--- src/include/tlb_macros.svh ---
// size macros for the MMU: slice count, TLB geometry and page table depth
`ifndef TLB_MACROS_SVH
`define TLB_MACROS_SVH

// number of TLB slices behind the steer
// the top log2 bits of the request ID pick the slice
`define MMU_PORTS 4

// sets per slice, indexed by the low VPN bits
`define TLB_SETS 16

// ways per set, FIFO replacement
`define TLB_WAYS 2

// page table RAM entries, direct mapped on the low VPN bits
`define PT_DEPTH 64

`endif

--- src/hdl/tlb_pkg.sv ---
// MMU package with request, response, walk and page table write structs and FSM enums
package tlb_pkg;

    typedef struct packed {
        logic       mode;   // 0 = bare, no translation
        logic [8:0] asid;
    } satp_t;

    typedef struct packed {
        logic [7:0]  id;    // zero never issued
        logic [31:0] vaddr;
        satp_t       satp;
    } xlat_req_t;

    typedef struct packed {
        logic [7:0]  id;
        logic [7:0]  perm;  // zero is a page fault
        logic [31:0] paddr;
    } xlat_resp_t;

    // also serves as the tag of a TLB entry and of a page table entry
    typedef struct packed {
        logic [19:0] vpn;
        logic [8:0]  asid;
    } walk_req_t;

    typedef struct packed {
        logic [19:0] ppn;
        logic [7:0]  perm;
    } walk_resp_t;

    typedef struct packed {
        walk_req_t  tag;
        walk_resp_t data;
    } pt_write_t;

    typedef enum logic [1:0] {
        IDLE,
        LOOKUP,     // tags being compared
        WAIT_WALK,  // miss outstanding
        FILL        // walk result going out
    } slice_state_e;

    typedef enum logic [1:0] {
        HS_IDLE,
        HS_REQ,
        HS_DROP
    } hs_state_e;

endpackage

--- src/hdl/tlb_slice.sv ---
// set-associative ASID-tagged TLB slice with bare bypass, FIFO refill, flush and one miss
`include "tlb_macros.svh"

module tlb_slice import tlb_pkg::*; (
    input  logic       clk,
    input  logic       rst,
    input  xlat_req_t  req,
    input  logic       req_valid,
    output logic       req_ready,
    output xlat_resp_t resp,
    output logic       resp_valid,
    output logic       miss_valid,
    output walk_req_t  miss_req,
    input  logic       fill_valid,
    input  walk_resp_t fill_resp,
    input  logic       flush_valid,
    input  logic [8:0] flush_asid,
    input  logic [8:0] flush_mask
);
    localparam int SET_W = $clog2(`TLB_SETS);
    localparam int WAY_W = $clog2(`TLB_WAYS);

    walk_req_t            tlb_tag [`TLB_SETS][`TLB_WAYS];
    walk_resp_t           tlb_dat [`TLB_SETS][`TLB_WAYS];
    logic [`TLB_WAYS-1:0] tlb_vld [`TLB_SETS];
    logic [WAY_W-1:0]     tlb_ptr [`TLB_SETS]; // next way to replace

    slice_state_e         state;
    logic                 accept;
    logic [SET_W-1:0]     rd_set;
    xlat_req_t            b_req;   // request in compare stage
    walk_req_t            set_tag [`TLB_WAYS];
    walk_resp_t           set_dat [`TLB_WAYS];
    logic [`TLB_WAYS-1:0] set_vld;
    logic [WAY_W-1:0]     set_ptr;
    walk_req_t            look_tag;
    logic [`TLB_WAYS-1:0] set_hit;
    logic [WAY_W-1:0]     hit_way;
    logic                 bare;
    logic                 hit;
    xlat_req_t            mis_req;
    logic [WAY_W-1:0]     mis_ptr;
    logic [SET_W-1:0]     mis_set;
    logic                 fill_write;

    function automatic logic flush_match(input logic [8:0] asid);
        return ((asid ^ flush_asid) & ~flush_mask) == 9'd0;
    endfunction

    assign accept     = req_valid && req_ready;
    assign rd_set     = req.vaddr[12 +: SET_W];
    assign mis_set    = mis_req.vaddr[12 +: SET_W];
    assign look_tag   = '{vpn: b_req.vaddr[31:12], asid: b_req.satp.asid};
    assign bare       = ~b_req.satp.mode;
    assign hit        = bare || (|set_hit);
    assign fill_write = (state == WAIT_WALK) && fill_valid && (|fill_resp.perm); // faults not cached
    assign miss_valid = (state == WAIT_WALK);
    assign miss_req   = '{vpn: mis_req.vaddr[31:12], asid: mis_req.satp.asid};

    always_comb begin
        case (state)
            IDLE, FILL: req_ready = 1'b1;
            LOOKUP:     req_ready = hit; // a miss blocks the next request
            default:    req_ready = 1'b0;
        endcase
    end

    always_comb begin
        hit_way = '0;
        for (int w = 0; w < `TLB_WAYS; w++) begin
            set_hit[w] = set_vld[w] && (set_tag[w] == look_tag);
        end
        for (int w = `TLB_WAYS - 1; w >= 0; w--) begin
            if (set_hit[w]) hit_way = WAY_W'(w); // lowest way wins
        end
    end

    // set snapshot taken on accept
    always_ff @(posedge clk) begin
        if (accept) begin
            b_req   <= req;
            set_tag <= tlb_tag[rd_set];
            set_dat <= tlb_dat[rd_set];
            set_vld <= tlb_vld[rd_set];
            set_ptr <= tlb_ptr[rd_set];
        end
    end

    always_ff @(posedge clk) begin
        if (rst) begin
            state      <= IDLE;
            resp_valid <= 1'b0;
        end else begin
            resp_valid <= 1'b0;
            case (state)
                IDLE: if (accept) state <= LOOKUP;
                LOOKUP: begin
                    if (!hit) begin
                        state <= WAIT_WALK;
                    end else begin
                        resp_valid <= 1'b1;
                        if (!accept) state <= IDLE;
                    end
                end
                WAIT_WALK: begin
                    if (fill_valid) begin
                        state      <= FILL;
                        resp_valid <= 1'b1; // translation or fault
                    end
                end
                FILL:    state <= accept ? LOOKUP : IDLE;
                default: state <= IDLE;
            endcase
        end
    end

    always_ff @(posedge clk) begin
        if (state == LOOKUP) begin
            if (hit) begin
                resp.id <= b_req.id;
                if (bare) begin
                    resp.perm  <= 8'hff;
                    resp.paddr <= b_req.vaddr;
                end else begin
                    resp.perm  <= set_dat[hit_way].perm;
                    resp.paddr <= {set_dat[hit_way].ppn, b_req.vaddr[11:0]};
                end
            end else begin
                mis_req <= b_req;
                mis_ptr <= set_ptr;
            end
        end else if (state == WAIT_WALK && fill_valid) begin
            resp.id    <= mis_req.id;
            resp.perm  <= fill_resp.perm;
            resp.paddr <= {fill_resp.ppn, mis_req.vaddr[11:0]};
        end
    end

    // valid bits and FIFO pointers, the fill overrides a flush of its own way
    always_ff @(posedge clk) begin
        if (rst) begin
            for (int s = 0; s < `TLB_SETS; s++) begin
                tlb_vld[s] <= '0;
                tlb_ptr[s] <= '0;
            end
        end else begin
            if (flush_valid) begin
                for (int s = 0; s < `TLB_SETS; s++) begin
                    for (int w = 0; w < `TLB_WAYS; w++) begin
                        if (flush_match(tlb_tag[s][w].asid)) tlb_vld[s][w] <= 1'b0;
                    end
                end
            end
            if (fill_write) begin
                tlb_vld[mis_set][mis_ptr] <= 1'b1;
                tlb_ptr[mis_set]          <= mis_ptr + 1'b1;
            end
        end
    end

    always_ff @(posedge clk) begin
        if (fill_write) begin
            tlb_tag[mis_set][mis_ptr] <= miss_req;
            tlb_dat[mis_set][mis_ptr] <= fill_resp;
        end
    end

endmodule

--- config.mk ---
export PLATFORM = sky130hd
export DESIGN_NAME = tlb_slice
export DESIGN_NICKNAME = d
export VERILOG_FILES = /design/src/hdl/tlb_pkg.sv /design/src/hdl/tlb_slice.sv
export VERILOG_INCLUDE_DIRS = /design/src /design/src/include
export SDC_FILE = /design/constraint.sdc
export NUM_CORES = 2
export LEC_CHECK = 0
export BUFFER_PORTS_ARGS = -buffer_cell sky130_fd_sc_hd__buf_2
export CORE_MARGIN = 1
export CORE_UTILIZATION = 50
export CTS_CLUSTER_DIAMETER = 100
export DETAILED_ROUTE_END_ITERATION = 12
export PLACE_DENSITY = 0.72
export SLEW_MARGIN = 20
export SYNTH_ARGS = -nofsm -noshare
export SYNTH_HDL_FRONTEND = slang
export SYNTH_SLANG_ARGS = --single-unit
--- constraint.sdc ---
create_clock -name clk -period 8.72 [get_ports clk]
set_input_delay 0.436 -clock clk [delete_from_list [all_inputs] [get_ports clk]]
set_output_delay 0.436 -clock clk [all_outputs]
set_load 0.05 [all_outputs]
### Word-level counts from Yosys, hierarchy flattened

Memories as Yosys holds them, arrays and structs flattened. A register that Yosys moved wholly into a read port is not among the register bits.
Cells that the tools add are included.

| storage, ports and cells | value |
|---|---|
| register bits | 151 |
| bits in writable memories | 1872 |
| bits of input ports | 101 |
| output and inout bits | 80 |
| memories | 4 |

Memory list:

| name | depth | bits a word | read ports | clocked after memory_dff | write ports | line | text |
|---|---|---|---|---|---|---|---|
| tlb_tag | 16 | 58 | 17 | 1 | 1 | tlb_slice.sv:23 | `` walk_req_t tlb_tag [`TLB_SETS][`TLB_WAYS]; `` |
| tlb_dat | 16 | 56 | 1 | 1 | 1 | tlb_slice.sv:24 | `` walk_resp_t tlb_dat [`TLB_SETS][`TLB_WAYS]; `` |
| tlb_vld | 16 | 2 | 1 | 1 | 17 | tlb_slice.sv:25 | `` logic [`TLB_WAYS-1:0] tlb_vld [`TLB_SETS]; `` |
| tlb_ptr | 16 | 1 | 1 | 1 | 16 | tlb_slice.sv:26 | `` logic [WAY_W-1:0] tlb_ptr [`TLB_SETS]; `` |

| cells by class | value |
|---|---|
| add/sub/neg operators | 1 |
| magnitude comparators | 5 |
| equality and inequality tests | 9 |
| mux-type cells | 196 |
| bitwise gates (word level) | 101 |
| reduce and logical (&&, ||, !) cells | 49 |

Operator list:

| cell | count |
|---|---|
| $and A9 B9 Y9 | 32 |
| $logic_not A9 Y1 | 32 |
| $xor A9 B9 Y9 | 32 |
| $mux W1 | 173 |
| $mux W48 | 3 |
| $mux W28 | 4 |
| $eq A29 B29 Y1 | 2 |
| $mux W58 | 1 |
| $mux W56 | 1 |
| $mux W40 | 1 |
| $or A1 B1 Y1 | 32 |
| $demux W29 S1 | 1 |
| $mux W29 | 1 |
| $demux W28 S1 | 1 |
| $mux W2 | 5 |
| $not A9 Y9 | 1 |
| $pmux W2 S4 | 1 |
| $reduce_or A8 Y1 | 1 |
| $logic_and A1 B1 Y1 | 7 |
| $eq A2 B2 Y1 const B | 2 |
| $ge A2 B2 Y1 const B | 2 |
| $mux W4 | 1 |
| $ne A2 B2 Y1 const B | 2 |
| $not A1 Y2 | 2 |
| other kinds (17) | 21 |

### Depth between registers and ports, before layout

| depth | value |
|---|---|
| depth in word-level cells | 11 |
| gate-level depth with buffers | 10 |

### Least setup slack after synthesis

Ideal clock, no wire load.

| timing path | value |
|---|---|
| path kind | flip-flop to flip-flop |
| start | register b_req[31] (netlist name) |
| end | register b_req[0] (netlist name) (enable) |
| data arrival time | 6316 ps |
| data required time | 8174 ps |
| setup slack | 1858 ps |
| stages on the path, launching flop included | 8 |
| period minus slack after synthesis | 6862 ps |
| cells stage by stage | edfxtp_1 xor2_1 nor4_1 nand2_1 o41ai_2 o21ai_0 a21oi_1 and2_1 |

| between the ends | value |
|---|---|
| cells in the longest elaborated chain, start to end | 6 |
| elaborated cells between the ends (all ways) | 8 |
| those cells by class | eq/ne: 2; mux: 1; reduce/logical: 5 |

Ends and longest elaborated chain:

| what | line | text |
|---|---|---|
| start, declared | tlb_slice.sv:31 | `xlat_req_t b_req;` |
| start signal, assigned | tlb_slice.sv:81 | `b_req <= req;` |
| $eq A29 B29 Y1 | tlb_slice.sv:71 | `set_hit[w] = set_vld[w] && (set_tag[w] == look_tag);` |
| $logic_and A1 B1 Y1 | tlb_slice.sv:71 |  |
| $reduce_or A2 Y1 (*) | tlb_slice.sv:55 | `assign hit = bare \|\| (\|set_hit);` |
| $logic_or A1 B1 Y1 (*) | tlb_slice.sv:55 |  |
| $pmux W1 S2 (*) | tlb_slice.sv:61 | `case (state)` |
| named net req_ready | tlb_slice.sv:9 | `output logic req_ready,` |
| $logic_and A1 B1 Y1 (*) | tlb_slice.sv:50 | `assign accept = req_valid && req_ready;` |
| named net accept | tlb_slice.sv:29 | `logic accept;` |

The timed path passes the listed nets; every way through them passes the cells marked *.
A chain may end at the register's enable or synchronous reset.

### Final worst setup path

| timing path | value |
|---|---|
| start | register b_req[40] (netlist name) |
| end | register, netlist name set_tag[3] |

| between the ends | value |
|---|---|
| cells in the longest elaborated chain, start to end | 6 |
| elaborated cells between the ends (all ways) | 8 |
| those cells by class | eq/ne: 2; mux: 1; reduce/logical: 5 |

Ends and longest elaborated chain:

| what | line |
|---|---|
| $eq A29 B29 Y1 | tlb_slice.sv:71 |
| $logic_and A1 B1 Y1 | tlb_slice.sv:71 |
| $reduce_or A2 Y1 (*) | tlb_slice.sv:55 |
| $logic_or A1 B1 Y1 (*) | tlb_slice.sv:55 |
| $pmux W1 S2 (*) | tlb_slice.sv:61 |
| $logic_and A1 B1 Y1 (*) | tlb_slice.sv:50 |
| named net accept | tlb_slice.sv:29 |

Marks and branches as above.

==> run summary <==
Status: completed
Peak supply drop: 244 uV
Root buf cell: clkbuf_16
Routability cong.: 0.870
RSZ-0062 raised after global routing: no
Min cycle time layout: 4530 ps
Synth Net Count: 3,958
Via density: 6.40
Largest area contributor in the netlist: edfxtp_1
Clock Skew: 50.3 ps
H-tree depth: 4
Vias: 41,800
Hpwl dp: 120 mm
Setup_tns: 0 ps
Largest net degree at the start of global routing: 123
CTS buffer count: 205
GRT overflow: 0
Period utilization: 52.0%
Clock slew at reported path FFs: 60 ps
Die Span Y: 413 um
Global Route Usage Sum: 25.6%
Final worst slack: 4190 ps
Worst-Margin Slew: 1100 ps
Slew Limit Fails: 0
Crit Path Max Fanout: 122
Critical Path Source Type: flop
Final hold viol count: 0
Crit Path Class: reg -> reg
Crit path DAT: 5000 ps
Number of global-route vias before repair: 41,500
HP Class: in -> reg
Post-synth top flop: edfxtp_1
CTS Buffer Depth: 3
CP Cell Sequence: xor2_1 > nor4_1 > nand4_1 > o41ai_2 > o21ai_0 > a21oi_1 > and2_4 > buf_12
Total Wirelength: 216 mm
Post-route ant nets: 0
CP required: 9180 ps
PortBufs: 180
Sequential Power Share: 52.1%
Sw Pwr: 0.00551 W
Min Hold Slack: 84.7 ps
Sequential-to-total area share from yosys stat: 75.6%
I/O pin count: 181
EDFF count, synth: 2,105
Syn_area_per_cell: 21.9 um2
Placed Instances: 6,098
DRT iter0 DRCs: 5,904
FMAX: 221 MHz
Worst setup EP type: flop
Int Power: 0.0176 W
Max incr delay on CP: 700 ps
Ys Warns: 0
FP Rows: 150
Dpl ws: 4080 ps
Clock sink total: 2,140
Power Dens Cells: 242 nW/um2
Logic pwr share: 9.5%
Power share of the clock group: 38.4%
Layout Nets: 4,254
Yosys top cell area share: 74.7%
Number of fill cells: 11,900
First-pass GRT wire length: 307 mm
Switching part of the total: 23.8%
Synth Instances: 3,853
Largest cells by area after synthesis: edfxtp_1 (75%), mux4_2 (16%), xnor2_1 (3.1%)
Initial antenna violation count: 21
Mapped cell area: 84,600 um2
Die Wd: 413 um
Final number of setup-violating endpoints: 0
Worst-Skew Late Latency: 870 ps
Leakage: 29.9 nW
Slowest CP cell: and2_4
Die ar.: 171,000 um2
CTS tree: built
Yosys reg bits: 2,140
Synth cell types: 39
Finished Layout Cells: 6,535
Layout cells sized above 1: 28.8%
Max-cap viol count: 0
Post-CTS Resized: 0
Fraction of registers with async set/reset: 0%
DR DRC count: 0
Crit. Startpoint: b_req[40]
HP Start: fill_resp[11]
Avg WL per Cell: 33.1 um
Critical R2R Launch: b_req[40]
Initial Util: 50.5%
Slew HR: 26.3%
Area grow syn2layout: 13.2%
Std-Cell Core Area: 168,000 um2
First-pass DRT Iterations: 8
Tot Pwr: 0.0231 W
[metal layers]
metal	GRT usage [%]	routed length, um	up-vias
met5	0	132	-
met4	7.18	5960	20
met3	5.42	22100	373
met2	40.8	105000	2518
met1	35.9	83100	22200
li1	-	-	16700
[final cells by class]
cell class | count | area (um2) | share of cell area (%)
Clock inverter | 135 | 1290 | 1.35
Multi-Input combinational cell | 1456 | 19800 | 20.7
Antenna cell | 6 | 15.0 | 0.0157
Timing Repair Buffer | 340 | 2480 | 2.59
Inverter | 6 | 22.5 | 0.0235
Sequential cell | 2140 | 63900 | 66.8
Clock buffer | 248 | 5420 | 5.66
Tap cell | 2204 | 2760 | 2.88
[power by group through the flow]
stage                     clock network [W]  registers [W]  logic [W]
final                               0.00888         0.0120    0.00220
after global routing                0.00936         0.0121    0.00231
after global placement                    0         0.0123    0.00215
after detailed placement                  0         0.0123    0.00218
after CTS                           0.00897         0.0120    0.00221
after floorplan                           0         0.0125    0.00108
[timing repair]
action / CTS / global route
hold buffers: 48 / 0
buffers inserted: 0 / 0
endpoints found under the hold margin: 50 / 0
[kinds of logic (layout without fill, tap and decap cells)]
logic type	after synthesis	count (layout)	synth area share, %
XOR/XNOR	345	345	3.57
other	0	6	0
flip-flops	2140	2140	75.6
AO/OA/AOI/OAI	261	261	2.03
AND/OR/NAND/NOR	191	191	0.963
adder cells (fa/ha/maj)	4	4	0.0592
buffers and inverters	257	729	1.33
multiplexers	655	655	16.5
[cell usage in the layout (no fill, tap or decap), drive strengths merged, types with 16 or more instances in the layout]
master	n
edfxtp	2105
mux4	585
xnor2	295
buf	291
clkbuf	249
nor2	118
clkinv	106
o22ai	99
xor2	50
o21ai	49
dlygate4sd3	48
mux2	40
nand2	39
a21oi	35
dfxtp	35
mux2i	30
o221ai	29
bufinv	22
o311ai	16
nor4	16
[synthesized netlist by cell type (2+ instances only)]
cell type and number:
a21oi_1 35, and2_1 2, and3_1 2, buf_1 76, buf_12 2, buf_2 11
buf_4 29, clkbuf_1 132, dfxtp_1 35, edfxtp_1 2105, ha_1 4, inv_1 5
mux2_2 40, mux2i_1 30, mux4_2 585, nand2_1 39, nand2b_1 2, nand3_1 4
nand4_1 4, nor2_1 118, nor2b_1 2, nor3b_1 2, nor4_1 15, o2111ai_1 3
o21a_1 13, o21ai_0 49, o221ai_1 29, o22ai_1 99, o311ai_0 16, o31a_1 13
xnor2_1 295, xor2_1 50
[worst max-delay path: cells and delay by family (launching register included)]
kind / cells / cell delay (ps)
XOR/XNOR: 1 / 200
AO/OA/AOI/OAI: 3 / 1340
AND/OR/NAND/NOR: 3 / 1340
buffers and inverters: 1 / 530
flip-flops: 1 / 460
[final timing paths]
path,cells past startpoint,slack (ps),endpoint
setup / recovery,8,4190,set_tag[3]
hold / removal,1,80,tlb_dat[4][39]
setup reg to reg,8,4190,set_tag[3]
hold reg to reg,0,450,mis_req[13]
[flip-flops by register name, summed over array words and instances (netlist names), named ones only]
| register | count |
|---|---|
| tlb_tag | 928 |
| tlb_dat | 896 |
| set_tag | 58 |
| set_dat | 56 |
| b_req | 50 |
| resp | 48 |
| tlb_vld | 32 |
| miss_req | 29 |
| mis_req | 20 |
| tlb_ptr | 16 |
| set_vld | 2 |
| mis_ptr | 1 |
| resp_valid | 1 |
| set_ptr | 1 |
| state | 1 |
[metrics by stage]
stage                     instance area, um2  util, %
after floorplan                        84600        -
after global placement                 88400     52.7
after detailed placement               88500     52.8
after CTS                              95700     57.1
after global routing                   95700     57.1
final                                  95700     57.1
(Power assumes the default switching activity.)
