==> src/include/tlb_macros.svh <==
// size macros for the MMU: slice count, TLB geometry and page table depth
`ifndef TLB_MACROS_SVH
`define TLB_MACROS_SVH

// number of TLB slices behind the steer
// the top log2 bits of the request ID pick the slice
`define MMU_PORTS 4

// sets per slice, indexed by the low VPN bits
`define TLB_SETS 16

// ways per set, FIFO replacement
`define TLB_WAYS 2

// page table RAM entries, direct mapped on the low VPN bits
`define PT_DEPTH 64

`endif

==> src/hdl/tlb_pkg.sv <==
// MMU package with request, response, walk and page table write structs and FSM enums
package tlb_pkg;

    typedef struct packed {
        logic       mode;   // 0 = bare, no translation
        logic [8:0] asid;
    } satp_t;

    typedef struct packed {
        logic [7:0]  id;    // zero never issued
        logic [31:0] vaddr;
        satp_t       satp;
    } xlat_req_t;

    typedef struct packed {
        logic [7:0]  id;
        logic [7:0]  perm;  // zero is a page fault
        logic [31:0] paddr;
    } xlat_resp_t;

    // also serves as the tag of a TLB entry and of a page table entry
    typedef struct packed {
        logic [19:0] vpn;
        logic [8:0]  asid;
    } walk_req_t;

    typedef struct packed {
        logic [19:0] ppn;
        logic [7:0]  perm;
    } walk_resp_t;

    typedef struct packed {
        walk_req_t  tag;
        walk_resp_t data;
    } pt_write_t;

    typedef enum logic [1:0] {
        IDLE,
        LOOKUP,     // tags being compared
        WAIT_WALK,  // miss outstanding
        FILL        // walk result going out
    } slice_state_e;

    typedef enum logic [1:0] {
        HS_IDLE,
        HS_REQ,
        HS_DROP
    } hs_state_e;

endpackage

==> src/hdl/miss_arbiter.sv <==
// round-robin miss arbiter and four-phase req/ack master toward the page walker
`include "tlb_macros.svh"

module miss_arbiter import tlb_pkg::*; (
    input  logic                  clk,
    input  logic                  rst,
    input  logic [`MMU_PORTS-1:0] miss_valid,
    input  walk_req_t             miss_req [`MMU_PORTS],
    output logic [`MMU_PORTS-1:0] fill_valid,
    output walk_resp_t            fill_resp,
    output logic                  walk_req,
    output walk_req_t             walk_addr,
    input  logic                  walk_ack,
    input  walk_resp_t            walk_data
);
    localparam int SEL_W = $clog2(`MMU_PORTS);

    hs_state_e        state;
    logic [SEL_W-1:0] last;  // previous winner
    logic [SEL_W-1:0] gnt;   // slice being served
    logic [SEL_W-1:0] pick;
    logic [SEL_W-1:0] idx;
    logic             found;

    // search starts at the slice after the last winner
    always_comb begin
        pick  = last;
        found = 1'b0;
        idx   = last;
        for (int k = 1; k <= `MMU_PORTS; k++) begin
            idx = last + SEL_W'(k);
            if (!found && miss_valid[idx]) begin
                pick  = idx;
                found = 1'b1;
            end
        end
    end

    assign walk_req = (state == HS_REQ);

    always_ff @(posedge clk) begin
        if (rst) begin
            state      <= HS_IDLE;
            last       <= '1; // slice 0 first
            fill_valid <= '0;
        end else begin
            fill_valid <= '0;
            case (state)
                HS_IDLE: if (found) state <= HS_REQ;
                HS_REQ: begin
                    if (walk_ack) begin
                        fill_valid[gnt] <= 1'b1; // one-cycle pulse
                        last            <= gnt;
                        state           <= HS_DROP;
                    end
                end
                HS_DROP: if (!walk_ack) state <= HS_IDLE;
                default: state <= HS_IDLE;
            endcase
        end
    end

    always_ff @(posedge clk) begin
        if (state == HS_IDLE && found) begin
            gnt       <= pick;
            walk_addr <= miss_req[pick]; // held for the whole handshake
        end
        if (state == HS_REQ && walk_ack) fill_resp <= walk_data;
    end

endmodule

==> config.mk <==
export PLATFORM = sky130hd
export DESIGN_NAME = miss_arbiter
export DESIGN_NICKNAME = d
export VERILOG_FILES = /design/src/hdl/tlb_pkg.sv /design/src/hdl/miss_arbiter.sv
export VERILOG_INCLUDE_DIRS = /design/src /design/src/include
export SDC_FILE = /design/constraint.sdc
export NUM_CORES = 1
export LEC_CHECK = 0
export BUFFER_PORTS_ARGS = -buffer_cell sky130_fd_sc_hd__buf_2
export CORE_MARGIN = 4
export CORE_UTILIZATION = 45
export CTS_CLUSTER_DIAMETER = 80
export DETAILED_ROUTE_END_ITERATION = 8
export PLACE_DENSITY = 0.86
export SYNTH_ARGS = -nofsm -noshare
export SYNTH_HDL_FRONTEND = slang
export SYNTH_SLANG_ARGS = --single-unit
==> constraint.sdc <==
create_clock -name clk -period 4.3 [get_ports clk]
set_input_delay 0.43 -clock clk [delete_from_list [all_inputs] [get_ports clk]]
set_output_delay 0.43 -clock clk [all_outputs]
set_load 0.1 [all_outputs]
# After elaboration in Yosys (flattened, before gate mapping)
# Cells that the tools add are included.
# classes
addsub	3
mul	0
div_mod_pow	0
order_cmp	7
eq_ne	5
shift	0
mux	25
bitwise	3
n_reduce_logical	13
# ops
cell	n
$bmux 29 s2	1
$mux 29	2
$lt 2x3->1 const B	5
$mux 2	7
$mux 1	9
$bmux 1 s2	4
$logic_and 1x1->1	6
$pmux 2 s3	1
$add 2x2->2 const B	2
$ne 2x2->1 const B	2
$ge 3x3->1 const B	1
$logic_not 1->1	3
$not 2->3	1
$reduce_and 3->1	1
$reduce_or 3->1	1
$add 2x1->2 const B	1
$demux 1 s2	1
$eq 2x1->1 const B	1
$eq 2x2->1 const B	1
$ge 2x1->1 const B	1
$logic_not 2->1	1
$ne 2x1->1 const B	1
$not 1->1	2
$reduce_and 2->1	1
# word_totals
register_bits	67
latchBits	0
mem_bits_rw	0
mem_bits_ro	0
in_bits	151
output_inout_bits	62
word_cells	64
memories	0

# Logic depth before layout (Yosys ltp)
# Gate-level depths: netlist (run 1).
# depth
depth_word	17
mapped_depth	7

# Worst setup path before layout (run 1)
# No wires, ideal clock.
# synth_path
path_type	in2reg
startpoint	input port miss_valid[3]
endpoint	register gnt[0] (enable)
arrival_ns	2.728
required_time_ns	3.842
setup_slack_ns	1.114
stages	3
path_buffers	0
path_cell_list	or2_4 nor3_1 nor3_1
# synth_via
elab_chain_cells	13
# synth_lines
item	line	rtl
from (decl)	miss_arbiter.sv:7	input logic [`MMU_PORTS-1:0] miss_valid,
$bmux 1 s2	miss_arbiter.sv:32	if (!found && miss_valid[idx]) begin
$mux 1 (not written as such)	miss_arbiter.sv:32	
$mux 1	miss_arbiter.sv:32	
$logic_not 1->1	miss_arbiter.sv:32	
$logic_and 1x1->1	miss_arbiter.sv:32	
$mux 1	miss_arbiter.sv:32	
$logic_not 1->1	miss_arbiter.sv:32	
$logic_and 1x1->1	miss_arbiter.sv:32	
$mux 1	miss_arbiter.sv:32	
$logic_not 1->1	miss_arbiter.sv:32	
$logic_and 1x1->1	miss_arbiter.sv:32	
$mux 1 (*)	miss_arbiter.sv:32	
$logic_and 1x1->1 (*)	miss_arbiter.sv:64	if (state == HS_IDLE && found) begin
to (signal assigned)	miss_arbiter.sv:65	gnt <= pick;
to (decl)	miss_arbiter.sv:20	logic [SEL_W-1:0] gnt;
# Mark *: on every way between the ends. The rest lies on a longest branch, timed or not. The select of a mux whose other input is x is not followed.
# A chain may end at the register's enable or synchronous reset.

# Worst setup path in the final report (run 1)
# layout_path
startpoint	register last[1]
endpoint	register walk_addr[7] in the netlist's numbering (data pin)
# layout_via
elab_chain_cells	17
# layout_lines
item	line	rtl
from (decl)	miss_arbiter.sv:19	logic [SEL_W-1:0] last;
from (signal assigned)	miss_arbiter.sv:53	last <= gnt;
$add 2x1->2	miss_arbiter.sv:31	idx = last + SEL_W'(k);
$bmux 1 s2	miss_arbiter.sv:32	
$mux 1 (not written as such)	miss_arbiter.sv:32	
$mux 1	miss_arbiter.sv:32	
$logic_not 1->1	miss_arbiter.sv:32	
$logic_and 1x1->1	miss_arbiter.sv:32	
$mux 1	miss_arbiter.sv:32	
$logic_not 1->1	miss_arbiter.sv:32	
$logic_and 1x1->1	miss_arbiter.sv:32	
$mux 1	miss_arbiter.sv:32	
$logic_not 1->1	miss_arbiter.sv:32	
$logic_and 1x1->1	miss_arbiter.sv:32	
$mux 2 (*)	miss_arbiter.sv:32	
$not 2->3 (not written as such) (*)	miss_arbiter.sv:66	walk_addr <= miss_req[pick];
$bmux 29 s2 (*)	miss_arbiter.sv:66	
$mux 29 (not written as such) (*) (2 in a row)	miss_arbiter.sv:66	
to (signal assigned)	miss_arbiter.sv:66	
to (decl)	miss_arbiter.sv:12	output walk_req_t walk_addr,
# Marks and branches as above.

==> summary.md, run 1 <==
| Metric | Value |
|---|---|
| Status | `finished, final reports clean` |
| Synth Register Bits | `67` |
| Top_reg_cell synth | `edfxtp_1` |
| Hold slack | `0.258 ns` |
| Total number of vias | `3693` |
| GRT Util Overall | `21.2%` |
| Crit path DAT | `about 2.6 ns` |
| Routed wire length | `11500 um` |
| Core ar. | `between 0.008 and 0.009 mm^2` |
| Worst hold path class | `in2reg` |
| Initial antenna violation count | `0` |
| DR vias/cell | `5.66` |
| Die area | `0.0103 mm^2` |
| CTS tree | `yes` |
| Ant. Diodes | `0` |
| Setup_tns | `0 ns` |
| Setup Skew | `around 0.0084 ns` |
| Post-CTS setup buffer count | `0` |
| Row count | `33` |
| Average instance area after synthesis | `11.2 um^2` |
| R2R depth | `6` |
| Wirelength per Cell | `~18 um` |
| Synth area leaders | `edfxtp_1 45%, a32oi_1 13%, a211oi_1 11%, mux2i_1 7.4%, inv_1 5.8%` |
| Fin util | `just over 60%` |
| Leakage | `2.45 nW` |
| Initial Util | `a little under half` |
| CP max stage cell | `buf_4` |
| First-pass GRT wire length | `around 17000 um` |
| Number of nets with antenna violations after routing | `0` |
| CP max stage delay | `just over 0.5 ns` |
| Clock Latency Late Sink | `between 0.3 and 0.4 ns` |
| # resized after CTS | `0` |
| Io pins | `213` |
| H-tree Lvls | `3` |
| Fin. max-slew vios | `0` |
| Synth async-reset ratio | `0%` |
| Post-route minimum period | `about 2.5 ns` |
| Net Count, Synth | `503` |
| PwrDens | `450 mW/mm^2` |
| Hold Path End | `fill_resp[26]` |
| MaxCap Viol Count | `0` |
| Reg-to-reg critical path endpoint | `walk_addr[7]` |
| DP HPWL | `roughly 8300 um` |
| Least-Margin Pin Slew | `1.27 ns` |
| Share of layout cells above drive strength 1 | `45.3%` |
| Critical Path Fanout Max | `59` |
| CTS Hold Bufs | `0` |
| Clk slew on worst S/H paths | `around 0.080 ns` |
| Fmax | `402 MHz` |
| GR Overflow Total | `0` |
| Die Height | `101 um` |
| RSZ-0062 raised after global routing | `false` |
| EDFF count, synth | `slightly below 60` |
| Initial DRC count | `approximately 230` |
| Synth cell types | `33` |
| Origin of the worst min-delay path | `walk_data[26]` |
| Post-route insts no fill | `652` |
| GPL Wtd Cong | `0.901` |
| Sequential share of the synthesized area | `49.1%` |
| Top cell type by total area after synthesis | `edfxtp_1` |
| Clk buf depth | `2` |
| Slew headroom | `15.2%` |
| Root Buffer | `clkbuf_8` |
| Sink Count | `67` |
| Hold depth | `1` |
| Final setup vio count | `0` |
| Die W | `between 100 and 150 um` |
| Residual DRC | `0` |
| Vias in the first global route | `3513` |
| Critical path capture point type | `flip-flop` |
| Critical Path RT | `roughly 4.4 ns` |
| R2R Path Start | `last[1]` |
| Largest net degree at the start of global routing | `60` |
| Buffers on Ports | `212` |
| NumNets Final | `approximately 690` |
| Overall Power | `2.34 mW` |
| Synth Warn # | `0` |
| Final hold viol count | `0` |
| Num CTS Buffers | `9` |
| Fin crit share | `57.9%` |
| # fillers | `691` |
| Syn Inst Count | `352` |
| Top cell type's share of synthesized area | `between 40% and 50%` |
| Maximum VDD drop | `between 0.0002 and 0.0003 V` |
| Synthesized area | `0.00393 mm^2` |
| Startpoint Class | `flip-flop` |
| CP Cell Sequence | `nand2_2, buf_4, a21oi_1, a221oi_4, buf_4, mux2i_1` |
| Layout area overhead | `32.2%` |
| CP Class | `reg2reg` |
| R2R Setup Slk | `1.81 ns` |
| CP most frequent cell | `buf_4` |
| First drt pass iteration count | `4` |
| Placed instance count | `between 600 and 700` |
[Yosys cell counts (all sizes together), types with 3 or more instances]
cell type / n
inv: 64
a32oi: 59
edfxtp: 59
a211oi: 58
buf: 31
mux2i: 29
clkbuf: 9
dfxtp: 8
nor3: 5
nand2: 4
nor2b: 4
a21oi: 3
nor2: 3
[critical path, delay by kind of cell (launching register included)]
family | cells | cell delay, ns
flops | 1 | 0.48
mux | 1 | 0.17
compound gates | 2 | 0.41
simple gates | 1 | 0.12
buf+inv | 2 | 1.00
[layer usage]
layer  part of all wire [%]  vias to the layer above  global-route usage, %
met3                     11                       18                   6.96
li1                       -                     1762                      -
met4                    1.6                        0                   6.65
met2                     48                      219                   36.0
met5                      0                        -                      0
met1                     39                     1694                   25.5
[cells by family after synthesis]
| group | count (synthesis) | share of synthesized area [%] |
|---|---|---|
| AO/OA/AOI/OAI | 128 | 27.3 |
| XOR/XNOR | 1 | 0.223 |
| flip-flops | 67 | 49.1 |
| buffers and inverters | 104 | 12.3 |
| AND/OR/NAND/NOR | 23 | 3.69 |
| multiplexers | 29 | 7.38 |
[area by class of cell]
class	count	area, um^2	share of cell area, %
inverters	64	240	4.62
well taps	105	131	2.53
flip-flops and latches	67	1930	37.2
clock buffers	13	203	3.90
multi-input cells	181	1560	29.9
clock inverters	3	23.8	0.457
repair buffers	219	1110	21.4
[worst max path at each step]
stage	startpoint	to	slack, ns	depth (start not counted)
final	last[1]	walk_addr[7]	1.81	6
after global routing	last[1]	walk_addr[7]	1.71	6
after CTS	last[1]	walk_addr[7]	1.82	6
after global placement	miss_valid[1]	walk_addr[27]	1.79	5
after detailed placement	miss_valid[1]	walk_addr[27]	1.73	5
after floorplan	miss_valid[3]	gnt[0]	1.11	3
[cells in the final DEF (no fill, tap or decap), drive strengths merged, types with 2 or more instances in the layout]
master / n
clkbuf: 13
nand2b: 2
mux2i: 29
a211oi: 58
a211o: 2
a32oi: 59
dfxtp: 8
nor2: 3
and3: 2
nor3: 5
buf: 219
clkinv: 2
a21oi: 3
nand2: 4
nor2b: 4
nor3b: 2
inv: 65
edfxtp: 59
[through the flow]
step | setup slack (ns) | cell area, um^2
after floorplan | 1.11 | 3930
final | 1.81 | 5200
after global routing | 1.71 | 5200
after global placement | 1.79 | 4970
after detailed placement | 1.73 | 4970
after CTS | 1.82 | 5200
[sequential cells by signal, summed over array words and instances, names as in the netlist]
signal,count
gnt,2
fill_resp,28
fill_valid,4
walk_addr,29
state,2
last,2
[power by group]
part / internal (mW) / leakage [nW] / switching (mW) / total, mW
Sequential: 0.808 / 0.634 / 0.0309 / 0.839
Combinational: 0.208 / 1.70 / 0.727 / 0.934
Clock: 0.318 / 0.116 / 0.250 / 0.568
Power figures use the tool's default switching activity.
==> run 2: changes to the inputs <==
Clock period 4.3 ns to 2.4 ns, I/O delays scaled along.
==> run 2 against run 1 <==
Compared with the run above:
- die area stayed put
- final area increased by 1.8%
- worst setup slack got worse by 1.4 ns
- flip-flop and latch count is the same
- sequential power is 78% higher
- global-route usage up 0.86 points
- power increased by 80%
- hold slack got worse by 0.19 ns
- critical path type unchanged
- critical endpoint unchanged
- largest power group unchanged
- highest routed layer unchanged
==> summary.md, run 2 (synthesized netlist as in run 1, its figures left out) <==
| Metric | Value |
|---|---|
| Buffers on Ports | `212 (unchanged)` |
| Uppermost layer routed | `met4` |
| Biggest register | `walk_addr` |
| Fin crit share | `82.6% (+25 points)` |
| Final setup vio count | `0 (unchanged)` |
| Post-CTS setup buffer count | `0 (unchanged)` |
| Post-route minimum period | `1.98 ns (-0.506 ns)` |
| R2R Setup Slk | `0.42 ns (-1.39 ns)` |
| Critical Path Fanout Max | `40 (-32%)` |
| CTS tree | `yes` |
| H-tree Lvls | `3 (unchanged)` |
| Metal-1 WL | `4520 um (+0.18%)` |
| Max reg flops | `29 (unchanged)` |
| Core ar. | `0.00834 mm^2 (unchanged)` |
| Critical path capture point type | `flip-flop` |
| Fin util | `63.5% (+1.1 points)` |
| Layout area overhead | `34.6%` |
| DR vias/cell | `5.76 (+1.8%)` |
| Clock Latency Late Sink | `0.34 ns (about the same)` |
| Met3 wire length | `1260 um (-2.3%)` |
| Sink Count | `67 (unchanged)` |
| Final WS setup | `0.417 ns (-1.39 ns)` |
| Commonest cells after routing, fill and taps aside | `212 x buf_2, 61 x inv_1, 59 x edfxtp_1` |
| NumNets Final | `700 (+1.0%)` |
| GR Overflow Total | `0 (unchanged)` |
| Clk slew on worst S/H paths | `0.08 ns (about the same)` |
| Number of nets with antenna violations after routing | `0 (unchanged)` |
| Worst hold path class | `in2reg` |
| Io pins | `213 (unchanged)` |
| Most common cell after layout, fill and taps aside | `buf_2` |
| Met2 layer wire length in the routed design | `5660 um (+2.7%)` |
| Wirelength per Cell | `17.9 um (+1.8%)` |
| Final hold viol count | `0 (unchanged)` |
| First drt pass iteration count | `5 (+1)` |
| Num CTS Buffers | `9 (unchanged)` |
| Startpoint Class | `flip-flop` |
| Initial DRC count | `220 (-5.2%)` |
| Residual DRC | `0 (unchanged)` |
| Design Area, Final | `0.00529 mm^2 (+1.8%)` |
| Maximum VDD drop | `0.000313 V (+17%)` |
| Routed wire length | `11800 um (+2.9%)` |
| PwrDens | `795 mW/mm^2 (+77%)` |
| DP HPWL | `8820 um (+5.6%)` |
| Share of layout cells above drive strength 1 | `46.2% (+0.87 points)` |
| Slew headroom | `52.2% (+37 points)` |
| Area post-placement | `0.00508 mm^2 (+2.1%)` |
| Die W | `101 um (unchanged)` |
| Die area | `0.0103 mm^2 (unchanged)` |
| GPL Wtd Cong | `0.847 (-6.0%)` |
| Fin. max-slew vios | `0 (unchanged)` |
| Leakage | `2.50 nW (+2.0%)` |
| CTS Hold Bufs | `0 (unchanged)` |
| Die Height | `101 um (unchanged)` |
| Critical Path RT | `2.60 ns (-1.76 ns)` |
| Top flop regs | `walk_addr (29), fill_resp (28), fill_valid (4)` |
| Root Buffer | `clkbuf_8` |
| Fmax | `504 MHz (+26%)` |
| Setup Skew | `0.00914 ns (+0.000699 ns)` |
| Row count | `33 (unchanged)` |
| Crit path DAT | `2.18 ns (-0.37 ns)` |
| RSZ-0062 raised after global routing | `false` |
| # resized after CTS | `0 (unchanged)` |
| GRT Util Overall | `22.0% (+0.86 points)` |
| Clk buf depth | `2 (unchanged)` |
| MaxCap Viol Count | `0 (unchanged)` |
| Status | `finished, final reports clean` |
| Post-place setup slack | `0.463 ns (-1.27 ns)` |
| Largest net degree at the start of global routing | `60 (unchanged)` |
| Total number of vias | `3798 (+2.8%)` |
| CP Class | `reg2reg` |
| Initial antenna violation count | `0 (unchanged)` |
| Ant. Diodes | `0 (unchanged)` |
| Initial Util | `47.1% (unchanged)` |
| Vias in the first global route | `3606 (+2.6%)` |
| First-pass GRT wire length | `17600 um (+4.3%)` |
| Least-Margin Pin Slew | `0.718 ns (-0.552 ns)` |
-- run 2: area by class of cell --
class	count	area (um^2)
fill	686	3050
sequential	67	1930
multi-input combinational	181	1560
timing repair buffer	226	1220
inverter	64	240
clock buffer	13	191
tap	105	131
clock inverter	3	23.8
-- run 2: metal layers --
metal | GRT usage (%) | up-vias
li1 | - | 1776
met1 | 25.7 | 1748
met2 | 37.3 | 238
met3 | 6.06 | 36
met4 | 11.0 | 0
met5 | 0 | -
-- run 2: critical path: stages, from the launching register on --
cell and delay, ns:
dfxtp_1 0.38, nand2b_4 0.18, a32oi_4 0.64, buf_12 0.29
a32oi_1 0.17, mux2i_1 0.16
-- run 2: final timing paths --
check | from | end | depth (start not counted)
setup / recovery | last[1] | walk_addr[7] | 5
setup reg to reg | last[1] | walk_addr[7] | 5
hold / removal | walk_data[9] | fill_resp[9] | 1
hold reg to reg | gnt[1] | fill_valid[0] | 1
-- run 2: where the power goes --
| part | internal [mW] | switching [mW] |
|---|---|---|
| clock | 0.537 | 0.454 |
| combinational | 0.401 | 1.32 |
| sequential | 1.45 | 0.0457 |
| total | 2.38 | 1.82 |
-- run 2: metrics by stage --
step                      std cells  TNS (ns)  hold WS, ns  power (mW)
after CTS                       659         0       0.0606        4.23
after detailed placement        643         0        0.418        3.24
after floorplan                 352    -18.61        0.316        2.88
final                           659         0       0.0731        4.21
after global placement          643         0        0.418        3.21
after global routing            659         0       0.0581        4.37
==> run 3: changes to the inputs <==
Settings changed: ABC_AREA set to 1, CORE_UTILIZATION 45 to 40, PLACE_DENSITY 0.86 to 0.82.
Clock period 2.4 ns to 1.65 ns, I/O delays scaled along.
==> run 3 against run 2 <==
Compared with the run above:
- the flow now finishes with violations (setup timing)
- highest routed layer is now met5
- fmax up 6.1%
- area after synthesis fell by 7.9%
- sequential power grew 55%
- critical endpoint is now walk_addr[14]
- core utilization rose by 8.0 points
==> summary.md, run 3 <==
| Metric | Value |
|---|---|
| Sequential share of the synthesized area | `53.3% (+4.2 points)` |
| Synth cell types | `21 (-36%)` |
| GRT Util Overall | `24.6% (+2.5 points)` |
| Top cell type's share of synthesized area | `48.9% (+3.8 points)` |
| Proportion of synthesized area in mux cells | `0% (-7.4 points)` |
| GPL Wtd Cong | `0.800 (-5.6%)` |
| RSZ-0062 raised after global routing | `true` |
| Io pins | `213 (unchanged)` |
| Least-Margin Pin Slew | `0.533 ns (-0.184 ns)` |
| Syn Inst Count | `438 (+24%)` |
| PwrDens | `1340 mW/mm^2 (+69%)` |
| DR vias/cell | `5.43 (-5.7%)` |
| Fin. max-slew vios | `0 (unchanged)` |
| Status | `finished with violations` |
| NumNets Final | `859 (+23%)` |
| Top cell type by total area after synthesis | `edfxtp_1` |
| Synth Area in Compound Gates | `1.28% (-26 points)` |
| Vias in the first global route | `4143 (+15%)` |
| Die W | `103 um (+1.7%)` |
| XOR/XNOR share of the synthesized area | `0% (-0.22 points)` |
| Critical Path Fanout Max | `8 (-80%)` |
| Initial DRC count | `225 (+2.3%)` |
| Crit path DAT | `1.97 ns (-0.21 ns)` |
| Failing checks | `setup timing` |
| Fmax | `535 MHz (+6.1%)` |
| Routed wire length | `15900 um (+34%)` |
| Die Height | `103 um (+1.7%)` |
| Net Count, Synth | `589 (+17%)` |
| Worst hold path class | `in2reg` |
| CP Cell Sequence | `buf_6, nand2_2, nand2_2, nand2_2, nand2_4, buf_6, nand3_4, nand2_8, buf_6, nand3_2, nand2_1, nand2_1, nand2_1` |
| Row count | `34 (+3.0%)` |
| Synth Register Bits | `67 (unchanged)` |
| Core ar. | `0.00876 mm^2 (+5.1%)` |
| CP Class | `reg2reg` |
| Setup_tns | `-5.01 ns (-5.01 ns)` |
| Wirelength per Cell | `19.3 um (+7.8%)` |
| EDFF count, synth | `59 (unchanged)` |
| Critical Path RT | `1.75 ns (-0.85 ns)` |
| Die area | `0.0106 mm^2 (+3.4%)` |
| Clk buf depth | `2 (unchanged)` |
| Initial antenna violation count | `1 (+1)` |
| Biggest register | `walk_addr` |
| MaxCap Viol Count | `0 (unchanged)` |
| First-pass GRT wire length | `19700 um (+12%)` |
| Synth Area in Simple Gates | `38.3% (+35 points)` |
| Post-place setup slack | `-0.249 ns (-0.713 ns)` |
| Top flop regs | `walk_addr (29), fill_resp (28), fill_valid (4)` |
| Worst path buffer plus inverter count | `3 (+2)` |
| Maximum VDD drop | `0.000661 V (+110%)` |
| Residual DRC | `0 (unchanged)` |
| Average instance area after synthesis | `8.27 um^2 (-26%)` |
| Most common cell after layout, fill and taps aside | `buf_2` |
| Layout area overhead | `72.8%` |
| Final WS setup | `-0.219 ns (-0.636 ns)` |
| Top_reg_cell synth | `edfxtp_1` |
| Commonest cells after routing, fill and taps aside | `212 x buf_2, 153 x nand2_1, 90 x nand3_1` |
| Share of layout cells above drive strength 1 | `49.9% (+3.7 points)` |
| Clk slew on worst S/H paths | `0.08 ns (about the same)` |
| Max reg flops | `29 (unchanged)` |
| Critical path capture point type | `flip-flop` |
| Largest family of logic cells by synthesized area | `simple AND/OR/NAND/NOR gates` |
| H-tree Lvls | `3 (unchanged)` |
| Post-route minimum period | `1.87 ns (-0.114 ns)` |
| Count leader, synth | `nand2_1` |
| GR Overflow Total | `0 (unchanged)` |
| Post-Synth Adder-Cell Area | `0% (unchanged)` |
| Sink Count | `67 (unchanged)` |
| Root Buffer | `clkbuf_8` |
| Number of nets with antenna violations after routing | `0 (unchanged)` |
| Post-route insts no fill | `821 (+25%)` |
| First drt pass iteration count | `5 (unchanged)` |
| Leakage | `3.17 nW (+27%)` |
| Buffers on Ports | `212 (unchanged)` |
| CP max stage delay | `0.38 ns (-0.26 ns)` |
| Setup Skew | `0.0129 ns (+0.00378 ns)` |
| Fin crit share | `113% (+31 points)` |
| Num CTS Buffers | `9 (unchanged)` |
| Synthesized area | `0.00362 mm^2 (-7.9%)` |
| Synth area leaders | `edfxtp_1 49%, nand2_1 19%, nand3_1 17%, dfxtp_1 4.4%, buf_6 2.8%` |
| CP max stage cell | `dfxtp_4` |
| Design Area, Final | `0.00626 mm^2 (+18%)` |
| Synth Warn # | `0 (unchanged)` |
| Initial Util | `41.3% (-5.8 points)` |
| Final setup vio count | `29 (+29)` |
| Final hold viol count | `0 (unchanged)` |
| CTS tree | `yes` |
| Startpoint Class | `flip-flop` |
| Synth async-reset ratio | `0% (unchanged)` |
| Clock Latency Late Sink | `0.35 ns (about the same)` |
| DP HPWL | `9280 um (+5.3%)` |
| Area post-placement | `0.00500 mm^2 (-1.6%)` |
| Largest net degree at the start of global routing | `41 (-32%)` |
| Top cells by count, synth | `182 x nand2_1, 123 x nand3_1, 59 x edfxtp_1` |
| Slew headroom | `64.7% (+13 points)` |
| Top delay family on crit path | `simple AND/OR/NAND/NOR gates` |
| Placed instance count | `753 (+17%)` |
| Total number of vias | `4460 (+17%)` |
| Ant. Diodes | `0 (unchanged)` |
==> run 3: cell families (layout without fill, tap and decap cells) <==
kind of cell           count (synthesis)  after routing
AND/OR/NAND/NOR                      319            319
AO/OA/AOI/OAI                          7              7
flip-flops                            67             67
buffers and inverters                 45            320
==> run 3: timing repair <==
item,CTS,global route
buffers inserted,6,6
resized for setup,34,64
endpoints found under the setup margin,60,61
pin swaps,2,36
endpoints found under the hold margin,22,5
gates cloned,5,11
hold buffers,22,5
==> run 3: worst paths after layout <==
check / from / cells after the start / slack [ns] / end
worst max-delay path: last[0] / 13 / -0.22 / walk_addr[14]
worst max register to register: last[0] / 13 / -0.22 / walk_addr[14]
worst min-delay path: walk_data[27] / 1 / 0.04 / fill_resp[27]
worst min register to register: gnt[1] / 1 / 0.48 / fill_valid[0]
==> run 3: metal layers <==
layer  share of wire [%]  wire length [um]  global-route usage [%]
met3                  13              2060                    7.85
met2                  50              8010                    45.0
met4                 4.9               773                    11.0
met1                  32              5010                    25.4
met5               0.082                13                       0
==> run 3: worst reg2reg max path, stage by stage (launching register included) <==
cell and delay (ns):
dfxtp_4 0.38, buf_6 0.13, nand2_2 0.08, nand2_2 0.07, nand2_2 0.10, nand2_4 0.10
buf_6 0.14, nand3_4 0.08, nand2_8 0.11, buf_6 0.17, nand3_2 0.06, nand2_1 0.06
nand2_1 0.08, nand2_1 0.07
==> run 3: cell type report <==
| class | count | area (um^2) |
|---|---|---|
| Clock inverter | 7 | 68.8 |
| Fill cell | 645 | 2500 |
| Sequential cell | 67 | 1940 |
| Timing Repair Buffer | 290 | 2140 |
| Tap cell | 108 | 135 |
| Multi-Input combinational cell | 326 | 1790 |
| Clock buffer | 9 | 124 |
| Inverter | 14 | 65.1 |
==> run 3: power by group <==
part	switching [mW]	total (mW)	internal, mW
registers	0.0964	2.31	2.22
clock network	0.681	1.37	0.693
logic	3.33	4.71	1.38
total	4.11	8.40	4.29
==> run 3: metrics by stage <==
stage | power, mW | hold WS [ns] | utilization (%)
after floorplan | 5.33 | 0.227 | -
after global placement | 6.13 | 0.342 | 57.0
after detailed placement | 6.19 | 0.344 | 57.0
after CTS | 7.86 | 0.000854 | 65.2
after global routing | 8.73 | 0.0161 | 71.4
final | 8.40 | 0.0394 | 71.4
